## src/rv_pkg.sv

```systemverilog
// ------------------------------------------------
// rv32i core shared definitions
// widths, accepted opcodes and ALU operations
// ------------------------------------------------
package rv_pkg;

    // datapath and address widths
    localparam int XLEN    = 32;
    localparam int REG_AW  = 5;
    localparam int IMEM_AW = 8;

    typedef logic [XLEN-1:0]    word_t;
    typedef logic [REG_AW-1:0]  reg_idx_t;
    typedef logic [IMEM_AW-1:0] pc_t;

    // opcodes the core accepts
    localparam logic [6:0] OPC_OP     = 7'b0110011;
    localparam logic [6:0] OPC_OP_IMM = 7'b0010011;
    localparam logic [6:0] OPC_LUI    = 7'b0110111;
    localparam logic [6:0] OPC_BRANCH = 7'b1100011;
    localparam logic [6:0] OPC_JAL    = 7'b1101111;
    localparam logic [6:0] OPC_SYSTEM = 7'b1110011;

    // a0, reported on ecall
    localparam reg_idx_t ECALL_ARG_REG = 5'd10;

    typedef enum logic [3:0] {
        ALU_ADD,
        ALU_SUB,
        ALU_SLL,
        ALU_SLT,
        ALU_SLTU,
        ALU_XOR,
        ALU_SRL,
        ALU_SRA,
        ALU_OR,
        ALU_AND,
        ALU_PASS_B
    } alu_op_e;

endpackage

```

## src/rv_fetch.sv

```systemverilog
// ------------------------------------------------
// run control and program counter
// idle/exec/done machine, next pc selection
// ------------------------------------------------
`timescale 1ns/100ps

module rv_fetch import rv_pkg::*; (
    input  logic i_clk,
    input  logic i_rst_n,
    input  logic i_start,
    input  logic i_is_ecall,
    input  logic i_redirect,
    input  pc_t  i_redirect_pc,
    output pc_t  o_pc,
    output logic o_fetch_valid
);

    typedef enum logic [1:0] {ST_IDLE, ST_EXEC, ST_DONE} run_state_e;

    run_state_e state;
    run_state_e state_nxt;
    pc_t        pc_nxt;

    always_comb begin
        state_nxt = state;
        pc_nxt    = o_pc;
        case (state)
            ST_IDLE: begin
                if (i_start) state_nxt = ST_EXEC;
            end
            ST_EXEC: begin
                // a taken branch or jump wins over whatever was fetched
                if (i_redirect) pc_nxt = i_redirect_pc;
                else if (i_is_ecall) state_nxt = ST_DONE;
                else pc_nxt = o_pc + 1'b1;
            end
            default: begin
                // done, held until reset
            end
        endcase
    end

    always_ff @(posedge i_clk or negedge i_rst_n) begin
        if (!i_rst_n) begin
            state <= ST_IDLE;
            o_pc  <= '0;
        end else begin
            state <= state_nxt;
            o_pc  <= pc_nxt;
        end
    end

    // wrong-path word is dropped while a redirect is active
    assign o_fetch_valid = (state == ST_EXEC) && !i_redirect;

    a_pc_frozen_in_done: assert property (@(posedge i_clk) disable iff (!i_rst_n)
        (state == ST_DONE) |=> $stable(o_pc));

endmodule

```

## src/rv_decode.sv

```systemverilog
// ------------------------------------------------
// instruction decoder and decode pipeline register
// ------------------------------------------------
`timescale 1ns/100ps

module rv_decode import rv_pkg::*; (
    input  logic       i_clk,
    input  logic       i_rst_n,
    input  word_t      i_inst,
    input  pc_t        i_pc,
    input  logic       i_fetch_valid,
    output logic       o_is_ecall,
    output logic       o_valid,
    output pc_t        o_pc,
    output reg_idx_t   o_rd,
    output reg_idx_t   o_rs1,
    output reg_idx_t   o_rs2,
    output word_t      o_imm,
    output alu_op_e    o_alu_op,
    output logic       o_use_imm,
    output logic       o_reg_write,
    output logic       o_branch,
    output logic [2:0] o_br_funct3,
    output logic       o_jump,
    output logic       o_ecall
);

    // register and immediate forms share the funct3 map
    function automatic alu_op_e arith_op(input logic [2:0] f3, input logic alt);
        case (f3)
            3'b000:  return alt ? ALU_SUB : ALU_ADD;
            3'b001:  return ALU_SLL;
            3'b010:  return ALU_SLT;
            3'b011:  return ALU_SLTU;
            3'b100:  return ALU_XOR;
            3'b101:  return alt ? ALU_SRA : ALU_SRL;
            3'b110:  return ALU_OR;
            default: return ALU_AND;
        endcase
    endfunction

    logic [6:0] opcode;
    logic [2:0] funct3;
    reg_idx_t   rd;
    reg_idx_t   rs1;
    word_t      imm_i, imm_b, imm_u, imm_j;
    word_t      imm;
    alu_op_e    alu_op;
    logic       known, use_imm, reg_write, branch, jump;
    logic       valid_in;

    assign opcode = i_inst[6:0];
    assign funct3 = i_inst[14:12];
    assign rd     = i_inst[11:7];

    // sign-extended immediates
    assign imm_i = {{20{i_inst[31]}}, i_inst[31:20]};
    assign imm_b = {{19{i_inst[31]}}, i_inst[31], i_inst[7], i_inst[30:25], i_inst[11:8], 1'b0};
    assign imm_u = {i_inst[31:12], 12'd0};
    assign imm_j = {{11{i_inst[31]}}, i_inst[31], i_inst[19:12], i_inst[20],
                    i_inst[30:21], 1'b0};

    assign o_is_ecall = (i_inst == {25'd0, OPC_SYSTEM});

    always_comb begin
        known     = 1'b0;
        use_imm   = 1'b0;
        reg_write = 1'b0;
        branch    = 1'b0;
        jump      = 1'b0;
        imm       = imm_i;
        alu_op    = ALU_ADD;
        rs1       = i_inst[19:15];
        case (opcode)
            OPC_OP: begin
                known     = 1'b1;
                reg_write = 1'b1;
                alu_op    = arith_op(funct3, i_inst[30]);
            end
            OPC_OP_IMM: begin
                known     = 1'b1;
                reg_write = 1'b1;
                use_imm   = 1'b1;
                // bit 30 only selects srai; addi has no subtract form
                alu_op    = arith_op(funct3, i_inst[30] && (funct3 == 3'b101));
            end
            OPC_LUI: begin
                known     = 1'b1;
                reg_write = 1'b1;
                use_imm   = 1'b1;
                imm       = imm_u;
                alu_op    = ALU_PASS_B;
            end
            OPC_BRANCH: begin
                known  = 1'b1;
                branch = 1'b1;
                imm    = imm_b;
            end
            OPC_JAL: begin
                known     = 1'b1;
                reg_write = 1'b1;
                jump      = 1'b1;
                imm       = imm_j;
            end
            OPC_SYSTEM: begin
                known = o_is_ecall;
                rs1   = ECALL_ARG_REG;
            end
            default: begin
                // unknown opcode, leaves a bubble
            end
        endcase
        // x0 is never written
        if (rd == '0) reg_write = 1'b0;
    end

    assign valid_in = i_fetch_valid && known;

    always_ff @(posedge i_clk or negedge i_rst_n) begin
        if (!i_rst_n) begin
            o_valid     <= 1'b0;
            o_reg_write <= 1'b0;
            o_branch    <= 1'b0;
            o_jump      <= 1'b0;
            o_ecall     <= 1'b0;
        end else begin
            o_valid     <= valid_in;
            o_reg_write <= valid_in && reg_write;
            o_branch    <= valid_in && branch;
            o_jump      <= valid_in && jump;
            o_ecall     <= valid_in && o_is_ecall;
        end
    end

    // payload fields
    always_ff @(posedge i_clk) begin
        o_pc        <= i_pc;
        o_rd        <= rd;
        o_rs1       <= rs1;
        o_rs2       <= i_inst[24:20];
        o_imm       <= imm;
        o_alu_op    <= alu_op;
        o_use_imm   <= use_imm;
        o_br_funct3 <= funct3;
    end

    a_one_flow_change: assert property (@(posedge i_clk) disable iff (!i_rst_n)
        $onehot0({o_branch, o_jump, o_ecall}));

endmodule

```

## src/rv_regfile.sv

```systemverilog
// ------------------------------------------------
// 32 x 32 register file, 2 read / 1 write, x0 = 0
// ------------------------------------------------
`timescale 1ns/100ps

module rv_regfile import rv_pkg::*; (
    input  logic     i_clk,
    input  logic     i_rst_n,
    input  logic     i_we,
    input  reg_idx_t i_wr_idx,
    input  word_t    i_wr_data,
    input  reg_idx_t i_rd_idx1,
    input  reg_idx_t i_rd_idx2,
    output word_t    o_rd_data1,
    output word_t    o_rd_data2
);

    word_t regs [2**REG_AW];

    always_ff @(posedge i_clk or negedge i_rst_n) begin
        if (!i_rst_n) begin
            for (int i = 0; i < 2**REG_AW; i++) regs[i] <= '0;
        end else if (i_we) begin
            regs[i_wr_idx] <= i_wr_data;
        end
    end

    assign o_rd_data1 = (i_rd_idx1 == '0) ? '0 : regs[i_rd_idx1];
    assign o_rd_data2 = (i_rd_idx2 == '0) ? '0 : regs[i_rd_idx2];

    // decoder drops x0 destinations before they reach write-back
    a_no_x0_write: assert property (@(posedge i_clk) disable iff (!i_rst_n)
        i_we |-> (i_wr_idx != '0));

endmodule

```

## src/rv_execute.sv

```systemverilog
// ------------------------------------------------
// execute step: forwarding, ALU, branch and jal
// ------------------------------------------------
`timescale 1ns/100ps

module rv_execute import rv_pkg::*; (
    input  logic       i_valid,
    input  pc_t        i_pc,
    input  reg_idx_t   i_rs1,
    input  reg_idx_t   i_rs2,
    input  reg_idx_t   i_rd,
    input  word_t      i_rs1_data,
    input  word_t      i_rs2_data,
    input  word_t      i_imm,
    input  alu_op_e    i_alu_op,
    input  logic       i_use_imm,
    input  logic       i_reg_write,
    input  logic       i_branch,
    input  logic [2:0] i_br_funct3,
    input  logic       i_jump,
    input  logic       i_ecall,
    input  logic       i_fwd_we,
    input  reg_idx_t   i_fwd_idx,
    input  word_t      i_fwd_data,
    output logic       o_redirect,
    output pc_t        o_redirect_pc,
    output logic       o_reg_write,
    output reg_idx_t   o_rd,
    output word_t      o_result,
    output logic       o_ecall
);

    logic  fwd1, fwd2;
    word_t rs1_val, rs2_val, op_b;
    word_t alu_res;
    word_t link;
    pc_t   link_pc;
    logic  taken;

    // ------------------------------------------------
    // operand forwarding from the result register
    // ------------------------------------------------
    assign fwd1 = i_fwd_we && (i_fwd_idx == i_rs1) && (i_rs1 != '0);
    assign fwd2 = i_fwd_we && (i_fwd_idx == i_rs2) && (i_rs2 != '0);

    assign rs1_val = fwd1 ? i_fwd_data : i_rs1_data;
    assign rs2_val = fwd2 ? i_fwd_data : i_rs2_data;
    assign op_b    = i_use_imm ? i_imm : rs2_val;

    // ------------------------------------------------
    // ALU
    // ------------------------------------------------
    always_comb begin
        case (i_alu_op)
            ALU_ADD:  alu_res = rs1_val + op_b;
            ALU_SUB:  alu_res = rs1_val - op_b;
            ALU_SLL:  alu_res = rs1_val << op_b[4:0];
            ALU_SLT:  alu_res = word_t'($signed(rs1_val) < $signed(op_b));
            ALU_SLTU: alu_res = word_t'(rs1_val < op_b);
            ALU_XOR:  alu_res = rs1_val ^ op_b;
            ALU_SRL:  alu_res = rs1_val >> op_b[4:0];
            ALU_SRA:  alu_res = word_t'($signed(rs1_val) >>> op_b[4:0]);
            ALU_OR:   alu_res = rs1_val | op_b;
            ALU_AND:  alu_res = rs1_val & op_b;
            default:  alu_res = op_b;
        endcase
    end

    // branch compare, funct3 2 and 3 are not branches
    always_comb begin
        case (i_br_funct3)
            3'b000:  taken = (rs1_val == rs2_val);
            3'b001:  taken = (rs1_val != rs2_val);
            3'b100:  taken = ($signed(rs1_val) < $signed(rs2_val));
            3'b101:  taken = ($signed(rs1_val) >= $signed(rs2_val));
            3'b110:  taken = (rs1_val < rs2_val);
            3'b111:  taken = (rs1_val >= rs2_val);
            default: taken = 1'b0;
        endcase
    end

    // jal link is the byte address of the next word
    assign link_pc = i_pc + 1'b1;
    assign link    = word_t'({link_pc, 2'b00});

    assign o_redirect    = i_valid && ((i_branch && taken) || i_jump);
    // byte offset over 4, wraps at the pc width
    assign o_redirect_pc = i_valid ? pc_t'(i_pc + i_imm[IMEM_AW+1:2]) : '0;
    assign o_reg_write   = i_valid && i_reg_write;
    assign o_rd          = i_valid ? i_rd : '0;
    assign o_ecall       = i_valid && i_ecall;

    always_comb begin
        if (!i_valid) o_result = '0;
        else if (i_ecall) o_result = rs1_val;
        else if (i_jump) o_result = link;
        else o_result = alu_res;
    end

endmodule

```

## src/rv_result.sv

```systemverilog
// ------------------------------------------------
// result step: write-back register, sticky ecall
// ------------------------------------------------
`timescale 1ns/100ps

module rv_result import rv_pkg::*; (
    input  logic     i_clk,
    input  logic     i_rst_n,
    input  logic     i_reg_write,
    input  reg_idx_t i_rd,
    input  word_t    i_result,
    input  logic     i_ecall,
    output logic     o_wb_we,
    output reg_idx_t o_wb_idx,
    output word_t    o_wb_data,
    output logic     o_ecall_ready,
    output word_t    o_ecall_data
);

    logic ecall_q;

    always_ff @(posedge i_clk or negedge i_rst_n) begin
        if (!i_rst_n) begin
            o_wb_we       <= 1'b0;
            ecall_q       <= 1'b0;
            o_ecall_ready <= 1'b0;
            o_ecall_data  <= '0;
        end else begin
            o_wb_we <= i_reg_write;
            ecall_q <= i_ecall;
            // lands at the end of the result cycle, like a register write
            if (ecall_q && !o_ecall_ready) begin
                o_ecall_ready <= 1'b1;
                o_ecall_data  <= o_wb_data;
            end
        end
    end

    always_ff @(posedge i_clk) begin
        o_wb_idx  <= i_rd;
        o_wb_data <= i_result;
    end

    a_ecall_sticky: assert property (@(posedge i_clk) disable iff (!i_rst_n)
        o_ecall_ready |=> (o_ecall_ready && $stable(o_ecall_data)));

endmodule

```

## src/rv_core.sv

```systemverilog
// ------------------------------------------------
// rv32i core top, fetch/decode, execute, result
// ------------------------------------------------
`timescale 1ns/100ps

module rv_core import rv_pkg::*; (
    input  logic  i_clk,
    input  logic  i_rst_n,
    input  logic  i_start,
    output pc_t   o_imem_addr,
    input  word_t i_imem_data,
    output logic  o_ecall_ready,
    output word_t o_ecall_data
);

    // fetch side
    logic       fetch_valid;
    logic       is_ecall;
    logic       redirect;
    pc_t        redirect_pc;

    // decode register
    logic       dec_valid;
    pc_t        dec_pc;
    reg_idx_t   dec_rd, dec_rs1, dec_rs2;
    word_t      dec_imm;
    alu_op_e    dec_alu_op;
    logic       dec_use_imm, dec_reg_write, dec_branch, dec_jump, dec_ecall;
    logic [2:0] dec_br_funct3;

    word_t      rf_data1, rf_data2;

    // execute to result
    logic       ex_reg_write;
    reg_idx_t   ex_rd;
    word_t      ex_result;
    logic       ex_ecall;

    // write-back, also the forwarding source
    logic       wb_we;
    reg_idx_t   wb_idx;
    word_t      wb_data;

    rv_fetch u_fetch (
        .i_clk(i_clk), .i_rst_n(i_rst_n), .i_start(i_start),
        .i_is_ecall(is_ecall),
        .i_redirect(redirect), .i_redirect_pc(redirect_pc),
        .o_pc(o_imem_addr), .o_fetch_valid(fetch_valid)
    );

    rv_decode u_decode (
        .i_clk(i_clk), .i_rst_n(i_rst_n),
        .i_inst(i_imem_data), .i_pc(o_imem_addr), .i_fetch_valid(fetch_valid),
        .o_is_ecall(is_ecall),
        .o_valid(dec_valid), .o_pc(dec_pc),
        .o_rd(dec_rd), .o_rs1(dec_rs1), .o_rs2(dec_rs2),
        .o_imm(dec_imm), .o_alu_op(dec_alu_op), .o_use_imm(dec_use_imm),
        .o_reg_write(dec_reg_write), .o_branch(dec_branch),
        .o_br_funct3(dec_br_funct3), .o_jump(dec_jump), .o_ecall(dec_ecall)
    );

    rv_regfile u_regfile (
        .i_clk(i_clk), .i_rst_n(i_rst_n),
        .i_we(wb_we), .i_wr_idx(wb_idx), .i_wr_data(wb_data),
        .i_rd_idx1(dec_rs1), .i_rd_idx2(dec_rs2),
        .o_rd_data1(rf_data1), .o_rd_data2(rf_data2)
    );

    rv_execute u_execute (
        .i_valid(dec_valid), .i_pc(dec_pc),
        .i_rs1(dec_rs1), .i_rs2(dec_rs2), .i_rd(dec_rd),
        .i_rs1_data(rf_data1), .i_rs2_data(rf_data2), .i_imm(dec_imm),
        .i_alu_op(dec_alu_op), .i_use_imm(dec_use_imm), .i_reg_write(dec_reg_write),
        .i_branch(dec_branch), .i_br_funct3(dec_br_funct3),
        .i_jump(dec_jump), .i_ecall(dec_ecall),
        .i_fwd_we(wb_we), .i_fwd_idx(wb_idx), .i_fwd_data(wb_data),
        .o_redirect(redirect), .o_redirect_pc(redirect_pc),
        .o_reg_write(ex_reg_write), .o_rd(ex_rd), .o_result(ex_result),
        .o_ecall(ex_ecall)
    );

    rv_result u_result (
        .i_clk(i_clk), .i_rst_n(i_rst_n),
        .i_reg_write(ex_reg_write), .i_rd(ex_rd), .i_result(ex_result),
        .i_ecall(ex_ecall),
        .o_wb_we(wb_we), .o_wb_idx(wb_idx), .o_wb_data(wb_data),
        .o_ecall_ready(o_ecall_ready), .o_ecall_data(o_ecall_data)
    );

endmodule

```

## config.mk

```make
export PLATFORM = sky130hd
export DESIGN_NAME = rv_core
export DESIGN_NICKNAME = d
export VERILOG_FILES = /design/src/rv_pkg.sv /design/src/rv_fetch.sv /design/src/rv_decode.sv /design/src/rv_regfile.sv /design/src/rv_execute.sv /design/src/rv_result.sv /design/src/rv_core.sv
export SDC_FILE = /design/constraint.sdc
export NUM_CORES = 2
export LEC_CHECK = 0
export ABC_CLOCK_PERIOD_IN_PS = 18400
export BUFFER_PORTS_ARGS = -buffer_cell sky130_fd_sc_hd__buf_2
export CELL_PAD_IN_SITES_DETAIL_PLACEMENT = 1
export CELL_PAD_IN_SITES_GLOBAL_PLACEMENT = 1
export CORE_MARGIN = 2
export CORE_UTILIZATION = 48
export DETAILED_ROUTE_END_ITERATION = 10
export HOLD_SLACK_MARGIN = 0.02
export PLACE_DENSITY_LB_ADDON = 0.15
export SKIP_CTS_REPAIR_TIMING = 1
export SLEW_MARGIN = 30
export SYNTH_ARGS = -nofsm -noshare
export SYNTH_HDL_FRONTEND = slang
export SYNTH_HIERARCHICAL = 1
export SYNTH_SLANG_ARGS = --single-unit
```

## constraint.sdc

```tcl
create_clock -name i_clk -period 18.4 [get_ports i_clk]
set_clock_uncertainty 0.2 [all_clocks]
set_input_delay 2.76 -clock i_clk [delete_from_list [all_inputs] [get_ports i_clk]]
set_output_delay 2.76 -clock i_clk [all_outputs]
set_load 0.02 [all_outputs]
```

Word-level counts from Yosys, hierarchy flattened
Cells that the tools add are included.
{"block": "totals", "reg_bits": 1174, "latch_bits": 0, "mem_bits_rw": 0, "mem_bits_ro": 0, "input_bits": 35, "output_inout_bits": 41, "wordCells": 187, "n_memories": 0}
{"block": "classes", "add_sub_neg": 5, "n_mul": 0, "n_div": 0, "order_cmp": 10, "n_eq_ne": 36, "shifts": 3, "n_mux": 39, "n_bitwise": 6, "reduce_logical": 35}
{"cell": "$bwmux W1024", "count": 1}
{"cell": "$mux W32", "count": 12}
{"cell": "$bmux W32 S5", "count": 2}
{"cell": "$pmux W32 S10", "count": 1}
{"cell": "$demux W32 S5", "count": 1}
{"cell": "$lt A32 B32 Y1", "count": 4}
{"cell": "$pmux W31 S3", "count": 1}
{"cell": "$ge A32 B32 Y1", "count": 2}
{"cell": "$pmux W4 S7", "count": 2}
{"cell": "$add A32 B32 Y32", "count": 1}
{"cell": "$and A32 B32 Y32", "count": 1}
{"cell": "$eq A32 B32 Y1", "count": 1}
{"cell": "$eq A32 B7 Y1 const B", "count": 1}
{"cell": "$ne A32 B32 Y1", "count": 1}
{"cell": "$or A32 B32 Y32", "count": 1}
{"cell": "$shl A32 B5 Y32", "count": 1}
{"cell": "$shr A32 B5 Y32", "count": 1}
{"cell": "$sshr A32 B5 Y32", "count": 1}
{"cell": "$sub A32 B32 Y32", "count": 1}
{"cell": "$xor A32 B32 Y32", "count": 1}
{"cell": "$mux W8", "count": 3}
{"cell": "$eq A3 B3 Y1 const B", "count": 7}
{"cell": "$eq A7 B7 Y1 const B", "count": 3}
{"cell": "$ge A6 B6 Y1 const B", "count": 3}
{"cell": "36 further kinds", "count": 81}

Longest topological paths before layout
{"block": "depth", "ltp_word": 15, "ltp_mapped": 29, "depth_no_buf": 22}

By module
Netlist, hierarchy kept.
{"mod": "rv_regfile", "instances": 1, "cells_each": 3520, "area_each_um2": 54187.0, "seq_area_each_um2": 25624.6}
{"mod": "rv_execute", "instances": 1, "cells_each": 1845, "area_each_um2": 12274.3, "seq_area_each_um2": 0.0}
{"mod": "rv_result", "instances": 1, "cells_each": 110, "area_each_um2": 2180.8, "seq_area_each_um2": 1616.6}
{"mod": "rv_decode", "instances": 1, "cells_each": 156, "area_each_um2": 2010.7, "seq_area_each_um2": 1386.3}
{"mod": "rv_fetch", "instances": 1, "cells_each": 69, "area_each_um2": 580.6, "seq_area_each_um2": 250.2}

Worst setup path after synthesis
No wires, ideal clock.
{"block": "synth_path", "kind": "flip-flop to flip-flop", "from": "register u_decode.o_rs2[0]", "to": "register u_result.o_wb_data[14]", "setup_time_ns": 0.117, "arrival_ns": 6.269, "t_required_ns": 18.083, "setup_slack_ns": 11.814, "path_stages_with_launch": 27, "n_path_buf": 8, "period_less_slack_ns": 6.586, "path_cell_list": "dfxtp_1 > buf_6 > buf_6 > buf_2 > mux4_2 > a2111oi_0 > nor3_1 > nor2b_1 > a22oi_1 > and3_1 > clkbuf_1 > buf_2 > buf_2 > clkbuf_1 > clkbuf_1 > ha_1 > nor2b_1 > o21ai_0 > a21oi_1 > o21ai_0 > o21bai_1 > a221o_1 > o41ai_1 > nor2_1 > a2111oi_0 > o221ai_1 > a22o_1"}
{"block": "synth_between", "elab_chain_cells": 11, "word_cells_on_any_way": 23, "cone_classes": "add/sub: 2; eq/ne: 1; shift: 3; mux: 9; bitwise: 4; reduce/logical: 4"}
{"item": "start, declared", "line": "rv_decode.sv:17", "text": "output reg_idx_t o_rs2,"}
{"item": "start signal, assigned", "line": "rv_decode.sv:140", "text": "o_rs2 <= i_inst[24:20];"}
{"item": "$not A5 Y6 (implied by the code)", "line": "rv_regfile.sv:29", "text": "assign o_rd_data2 = (i_rd_idx2 == '0) ? '0 : regs[i_rd_idx2];"}
{"item": "$bmux W32 S5", "line": "rv_regfile.sv:29"}
{"item": "$mux W32 (implied by the code) (2 in a row)", "line": "rv_regfile.sv:29"}
{"item": "$mux W32 (*)", "line": "rv_regfile.sv:29"}
{"item": "net rf_data2[2]", "line": "rv_core.sv:31", "text": "word_t rf_data1, rf_data2;"}
{"item": "$mux W32 (*)", "line": "rv_execute.sv:47", "text": "assign rs2_val = fwd2 ? i_fwd_data : i_rs2_data;"}
{"item": "$mux W32 (*)", "line": "rv_execute.sv:48", "text": "assign op_b = i_use_imm ? i_imm : rs2_val;"}
{"item": "$sub A32 B32 Y32 (tied with other cells)", "line": "rv_execute.sv:56", "text": "ALU_SUB: alu_res = rs1_val - op_b;"}
{"item": "$pmux W32 S10 (*)", "line": "rv_execute.sv:54", "text": "case (i_alu_op)"}
{"item": "$mux W32 (*)", "line": "rv_execute.sv:96", "text": "else if (i_jump) o_result = link;"}
{"item": "$mux W32 (*)", "line": "rv_execute.sv:95", "text": "else if (i_ecall) o_result = rs1_val;"}
{"item": "end signal, assigned", "line": "rv_result.sv:41", "text": "o_wb_data <= i_result;"}
{"item": "end, declared", "line": "rv_result.sv:15", "text": "output word_t o_wb_data,"}
Mark *: on every way through the listed nets, which the timed path passes. The rest lies on a longest branch. The select of a mux whose other input is x is not followed.
A chain may end at the register's enable or synchronous reset.

Worst setup path after layout
{"block": "layout_path", "from": "register u_decode.o_rs1[1]", "to": "register u_result.o_wb_data[28]"}
{"block": "layout_between", "elab_chain_cells": 10, "word_cells_on_any_way": 22, "cone_classes": "add/sub: 2; eq/ne: 1; shift: 3; mux: 8; bitwise: 4; reduce/logical: 4"}
{"item": "start, declared", "line": "rv_decode.sv:16", "text": "output reg_idx_t o_rs1,"}
{"item": "start signal, assigned", "line": "rv_decode.sv:139", "text": "o_rs1 <= rs1;"}
{"item": "$not A5 Y6 (implied by the code)", "line": "rv_regfile.sv:28", "text": "assign o_rd_data1 = (i_rd_idx1 == '0) ? '0 : regs[i_rd_idx1];"}
{"item": "$bmux W32 S5", "line": "rv_regfile.sv:28"}
{"item": "$mux W32 (implied by the code) (2 in a row)", "line": "rv_regfile.sv:28"}
{"item": "$mux W32 (*)", "line": "rv_regfile.sv:28"}
{"item": "net rf_data1[0]", "line": "rv_core.sv:31"}
{"item": "$mux W32 (*)", "line": "rv_execute.sv:46", "text": "assign rs1_val = fwd1 ? i_fwd_data : i_rs1_data;"}
{"item": "$sub A32 B32 Y32 (tied with other cells)", "line": "rv_execute.sv:56"}
{"item": "$pmux W32 S10 (*)", "line": "rv_execute.sv:54"}
{"item": "$mux W32 (*)", "line": "rv_execute.sv:96"}
{"item": "$mux W32 (*)", "line": "rv_execute.sv:95"}
Marked as above.

==> impl_metrics.py <==
metrics = {
    "status": {
        "status": "complete, no violations",
    },
    "sta": {
        "setup_tns_ps": 0,
        "fmax_mhz": 110,
        "setup_viol": 0,
        "hold_viol": 0,
        "maxSlewViolCount": 0,
        "finalWorstPathRequiredPeriod_ps": 9060,
        "max_slew.worst_pin.slew_ps": 1100,
        "hold-worst-slack_ps": 243,
        "rsz0062_at_grt": "false",
        "slew_headroom": 0.258,
        "setup_slack_ps": 9340,
        "fin_crit_sh": 0.492,
    },
    "clock_network": {
        "cts_buffers": 137,
        "root_buffer": "clkbuf_16",
        "h-tree-depth": 4,
        "cts_tree": "built",
        "path_clk_slew_ps": 60,
        "cts_sinks": 1174,
        "cts.path.max_buffers": 3,
        "clk_latency_ps": 790,
    },
    "finish": {
        "final_cells": 7588,
        "finalInstanceArea_sq_mm": 0.0781,
        "fin_nets": 5724,
        "drive_above_1_share": 0.384,
        "mostFrequentLayoutCells": "mux2_2 (1089), dfrtp_1 (1074), mux4_2 (473)",
        "syn2layout_area_growth_pct": 9.61,
        "layout_commonest_cell": "mux2_2",
    },
    "run": {
        "maxCapViolCount": 0,
    },
    "global_route": {
        "grt_pass1_wl_mm": 407,
        "overflow": 0,
        "grt_antenna_before_repair": 10,
        "grt_usage": 0.369,
        "grt_pass1_vias": 56300,
        "grt_start_max_net_pins": 151,
    },
    "floorplan": {
        "core-area_sq_mm": 0.147,
        "die_w_um": 389,
        "start_util": 0.483,
        "core.rowCount": 141,
        "die_h_um": 389,
        "dieArea_sq_mm": 0.152,
        "io_pins": 76,
    },
    "logic_synthesis": {
        "synth_nets": 5879,
        "netlist_area_sq_mm": 0.0712,
        "synth_flop_cell": "dfrtp_1",
        "yosysSeqAreaShare": 0.405,
        "synth_compound_area_frac": 0.0973,
        "synth_edf_count": 0,
        "syn_area_per_cell_sq_um": 12.5,
        "yosys_warnings": 6,
        "async_flop_share": 0.915,
        "synth_top_family_by_area": "multiplexers",
        "synth.area.mux_share": 0.373,
        "synthCells": 5700,
        "synthAdderAreaFrac": 0.0256,
        "ys_ff_latch": 1174,
        "synth-simple-area-share": 0.0547,
        "synth-xor-area-share": 0.00369,
        "ys_types": 102,
    },
    "power": {
        "p_int_mw": 4.53,
        "switching_share": 0.273,
        "pwr-share-seq": 0.418,
        "clkPwrFrac": 0.465,
        "p_leak_nw": 35.4,
        "powerDensity_mw_per_mm2": 79.8,
        "p_comb_frac": 0.117,
        "peakVddDrop_mv": 0.0742,
        "p_sw_mw": 1.70,
    },
    "worst_setup_path": {
        "endpoint_kind": "flip-flop",
        "critPathKind": "flip-flop to flip-flop",
        "worstPathArrival_ps": 9520,
        "crit_fanout": 42,
        "crit_required_ps": 18860,
        "cp-start-kind": "flip-flop",
    },
    "placement": {
        "place_hpwl_mm": 174,
        "io_buffers": 75,
        "place.gp.congestion": 0.967,
        "placedCellCount": 7336,
        "place_ws_ps": 9510,
        "postPlaceCellArea_sq_mm": 0.0733,
    },
    "drt": {
        "dr.pass1.iters": 5,
        "routedWlPerCell_um": 36.9,
        "via_per_inst": 7.06,
        "wl_mm": 280,
        "drc": 0,
        "drt_iter0_drc": 5351,
        "ant_nets": 0,
        "vias": 53600,
    },
    "hold_path": {
        "hp-class": "flip-flop to flip-flop",
    },
}
## flip-flops by register name, indices dropped and copies added (netlist names)
signal and count:
u_decode/o_branch 1, u_decode/o_rd 5, u_decode/o_alu_op 4, u_result/o_ecall_ready 1, u_fetch/o_pc 8, u_decode/o_rs1 5
u_result/o_wb_data 32, u_fetch/state 2, u_decode/o_valid 1, u_decode/o_jump 1, u_decode/o_reg_write 1, u_result/o_wb_we 1
u_decode/o_ecall 1, u_result/o_wb_idx 5, u_decode/o_br_funct3 3, u_decode/o_imm 32, u_decode/o_rs2 5, u_regfile/regs 1024
u_result/o_ecall_data 32, u_result/ecall_q 1, u_decode/o_pc 8, u_decode/o_use_imm 1
## kinds of logic (layout without fill, tap and decap cells)
logic type / after synthesis / after routing
muxes: 1905 / 1905
DFF: 1174 / 1174
AOI/OAI and AO/OA: 1006 / 1006
and+or+nand+nor: 796 / 796
buffers and inverters: 645 / 601
adders and majority gates: 144 / 144
xor gates and xnor gates: 30 / 30
other: 0 / 2
## metal layers
metal  vias to the layer above  part of all wire  wire length [um]  track usage
met3                       763             0.080             22400       0.0805
met4                         2             0.059             16600        0.197
met5                         -          0.000032                 9            0
met2                      2564              0.46            128000        0.569
met1                     28700              0.40            113000        0.487
li1                      21600                 -                 -            -
## cells in the mapped netlist, types with 10 or more instances
library cell	n	area, sq um
a2111oi_0	35	307
a211oi_1	66	495
a21o_1	53	398
a21oi_1	200	1000
a221oi_1	33	289
a22o_1	63	552
a22oi_1	31	233
a31oi_1	31	194
a32o_1	10	100
and2_1	30	188
and3_1	21	131
buf_1	72	270
buf_2	134	671
buf_4	29	218
buf_6	16	180
clkbuf_1	280	1050
dfrtp_1	1074	26900
dfxtp_1	100	2000
ha_1	141	1760
inv_1	100	375
mux2_2	1089	12300
mux2_4	36	541
mux2i_1	300	3000
mux4_2	473	10700
nand2_1	226	848
nand2b_1	24	150
nand3_1	56	280
nand3b_1	10	75.1
nand4_1	26	163
nor2_1	177	664
nor2b_1	54	338
nor3_1	92	460
nor3b_1	10	75.1
nor4_1	25	156
o2111ai_1	12	105
o211ai_1	34	255
o21ai_0	162	811
o21bai_1	19	143
o221ai_1	41	359
o22ai_1	102	638
o31ai_1	18	135
xnor2_1	24	210
## area by class of cell
type / count / area (sq um)
Sequential cell: 1174 / 28900
Antenna cell: 2 / 5.00
Multi-Input combinational cell: 3881 / 39800
Inverter: 111 / 422
Clock buffer: 198 / 4010
Fill cell: 14600 / 69400
Clock inverter: 52 / 769
Tap cell: 1930 / 2410
Timing Repair Buffer: 240 / 1800
## final timing paths
check	endpoint	cells past startpoint	startpoint	slack [ps]
hold / removal	u_result/o_wb_idx[4]	1	u_decode/o_rd[4]	240
setup / recovery	u_result/o_wb_data[28]	22	u_decode/o_rs1[1]	9340
hold reg to reg	u_result/o_wb_idx[4]	1	u_decode/o_rd[4]	240
min in group asynchronous	u_result/o_ecall_data[30]	1	i_rst_n	1750
setup reg to reg	u_result/o_wb_data[28]	22	u_decode/o_rs1[1]	9340
max in group asynchronous	u_regfile/regs[212]	5	i_rst_n	12500
## power groups by stage
stage / clock network [mW] / logic, mW / registers [mW]
2_1_floorplan: 0 / 0.437 / 2.64
3_3_place_gp: 0 / 0.700 / 2.65
3_5_place_dp: 0 / 0.706 / 2.65
4_1_cts: 2.94 / 0.710 / 2.60
5_1_grt: 3.05 / 0.768 / 2.60
6_report: 2.90 / 0.727 / 2.61
## critical path, stage by stage, from the launching register on
cell and delay, ps:
dfxtp_4 840, buf_4 800, buf_4 690, buf_4 660, mux4_2 350, mux2_2 160
o22ai_1 70, nor3_1 430, mux2_2 390, inv_1 190, ha_1 280, fa_1 470
nor2b_1 120, o21ai_0 120, a21oi_1 360, o21ai_0 320, o41ai_2 580, o21ai_1 370
o41ai_2 550, and2_1 270, nor2_1 70, nor4b_1 150, o32a_1 350
## metrics by stage
stage / total power, mW / util
floorplan: 3.07 / -
global placement: 3.35 / 0.496
detailed placement: 3.36 / 0.497
CTS: 6.26 / 0.529
global route: 6.42 / 0.529
finish: 6.23 / 0.529
Power figures use the tool's default switching activity.
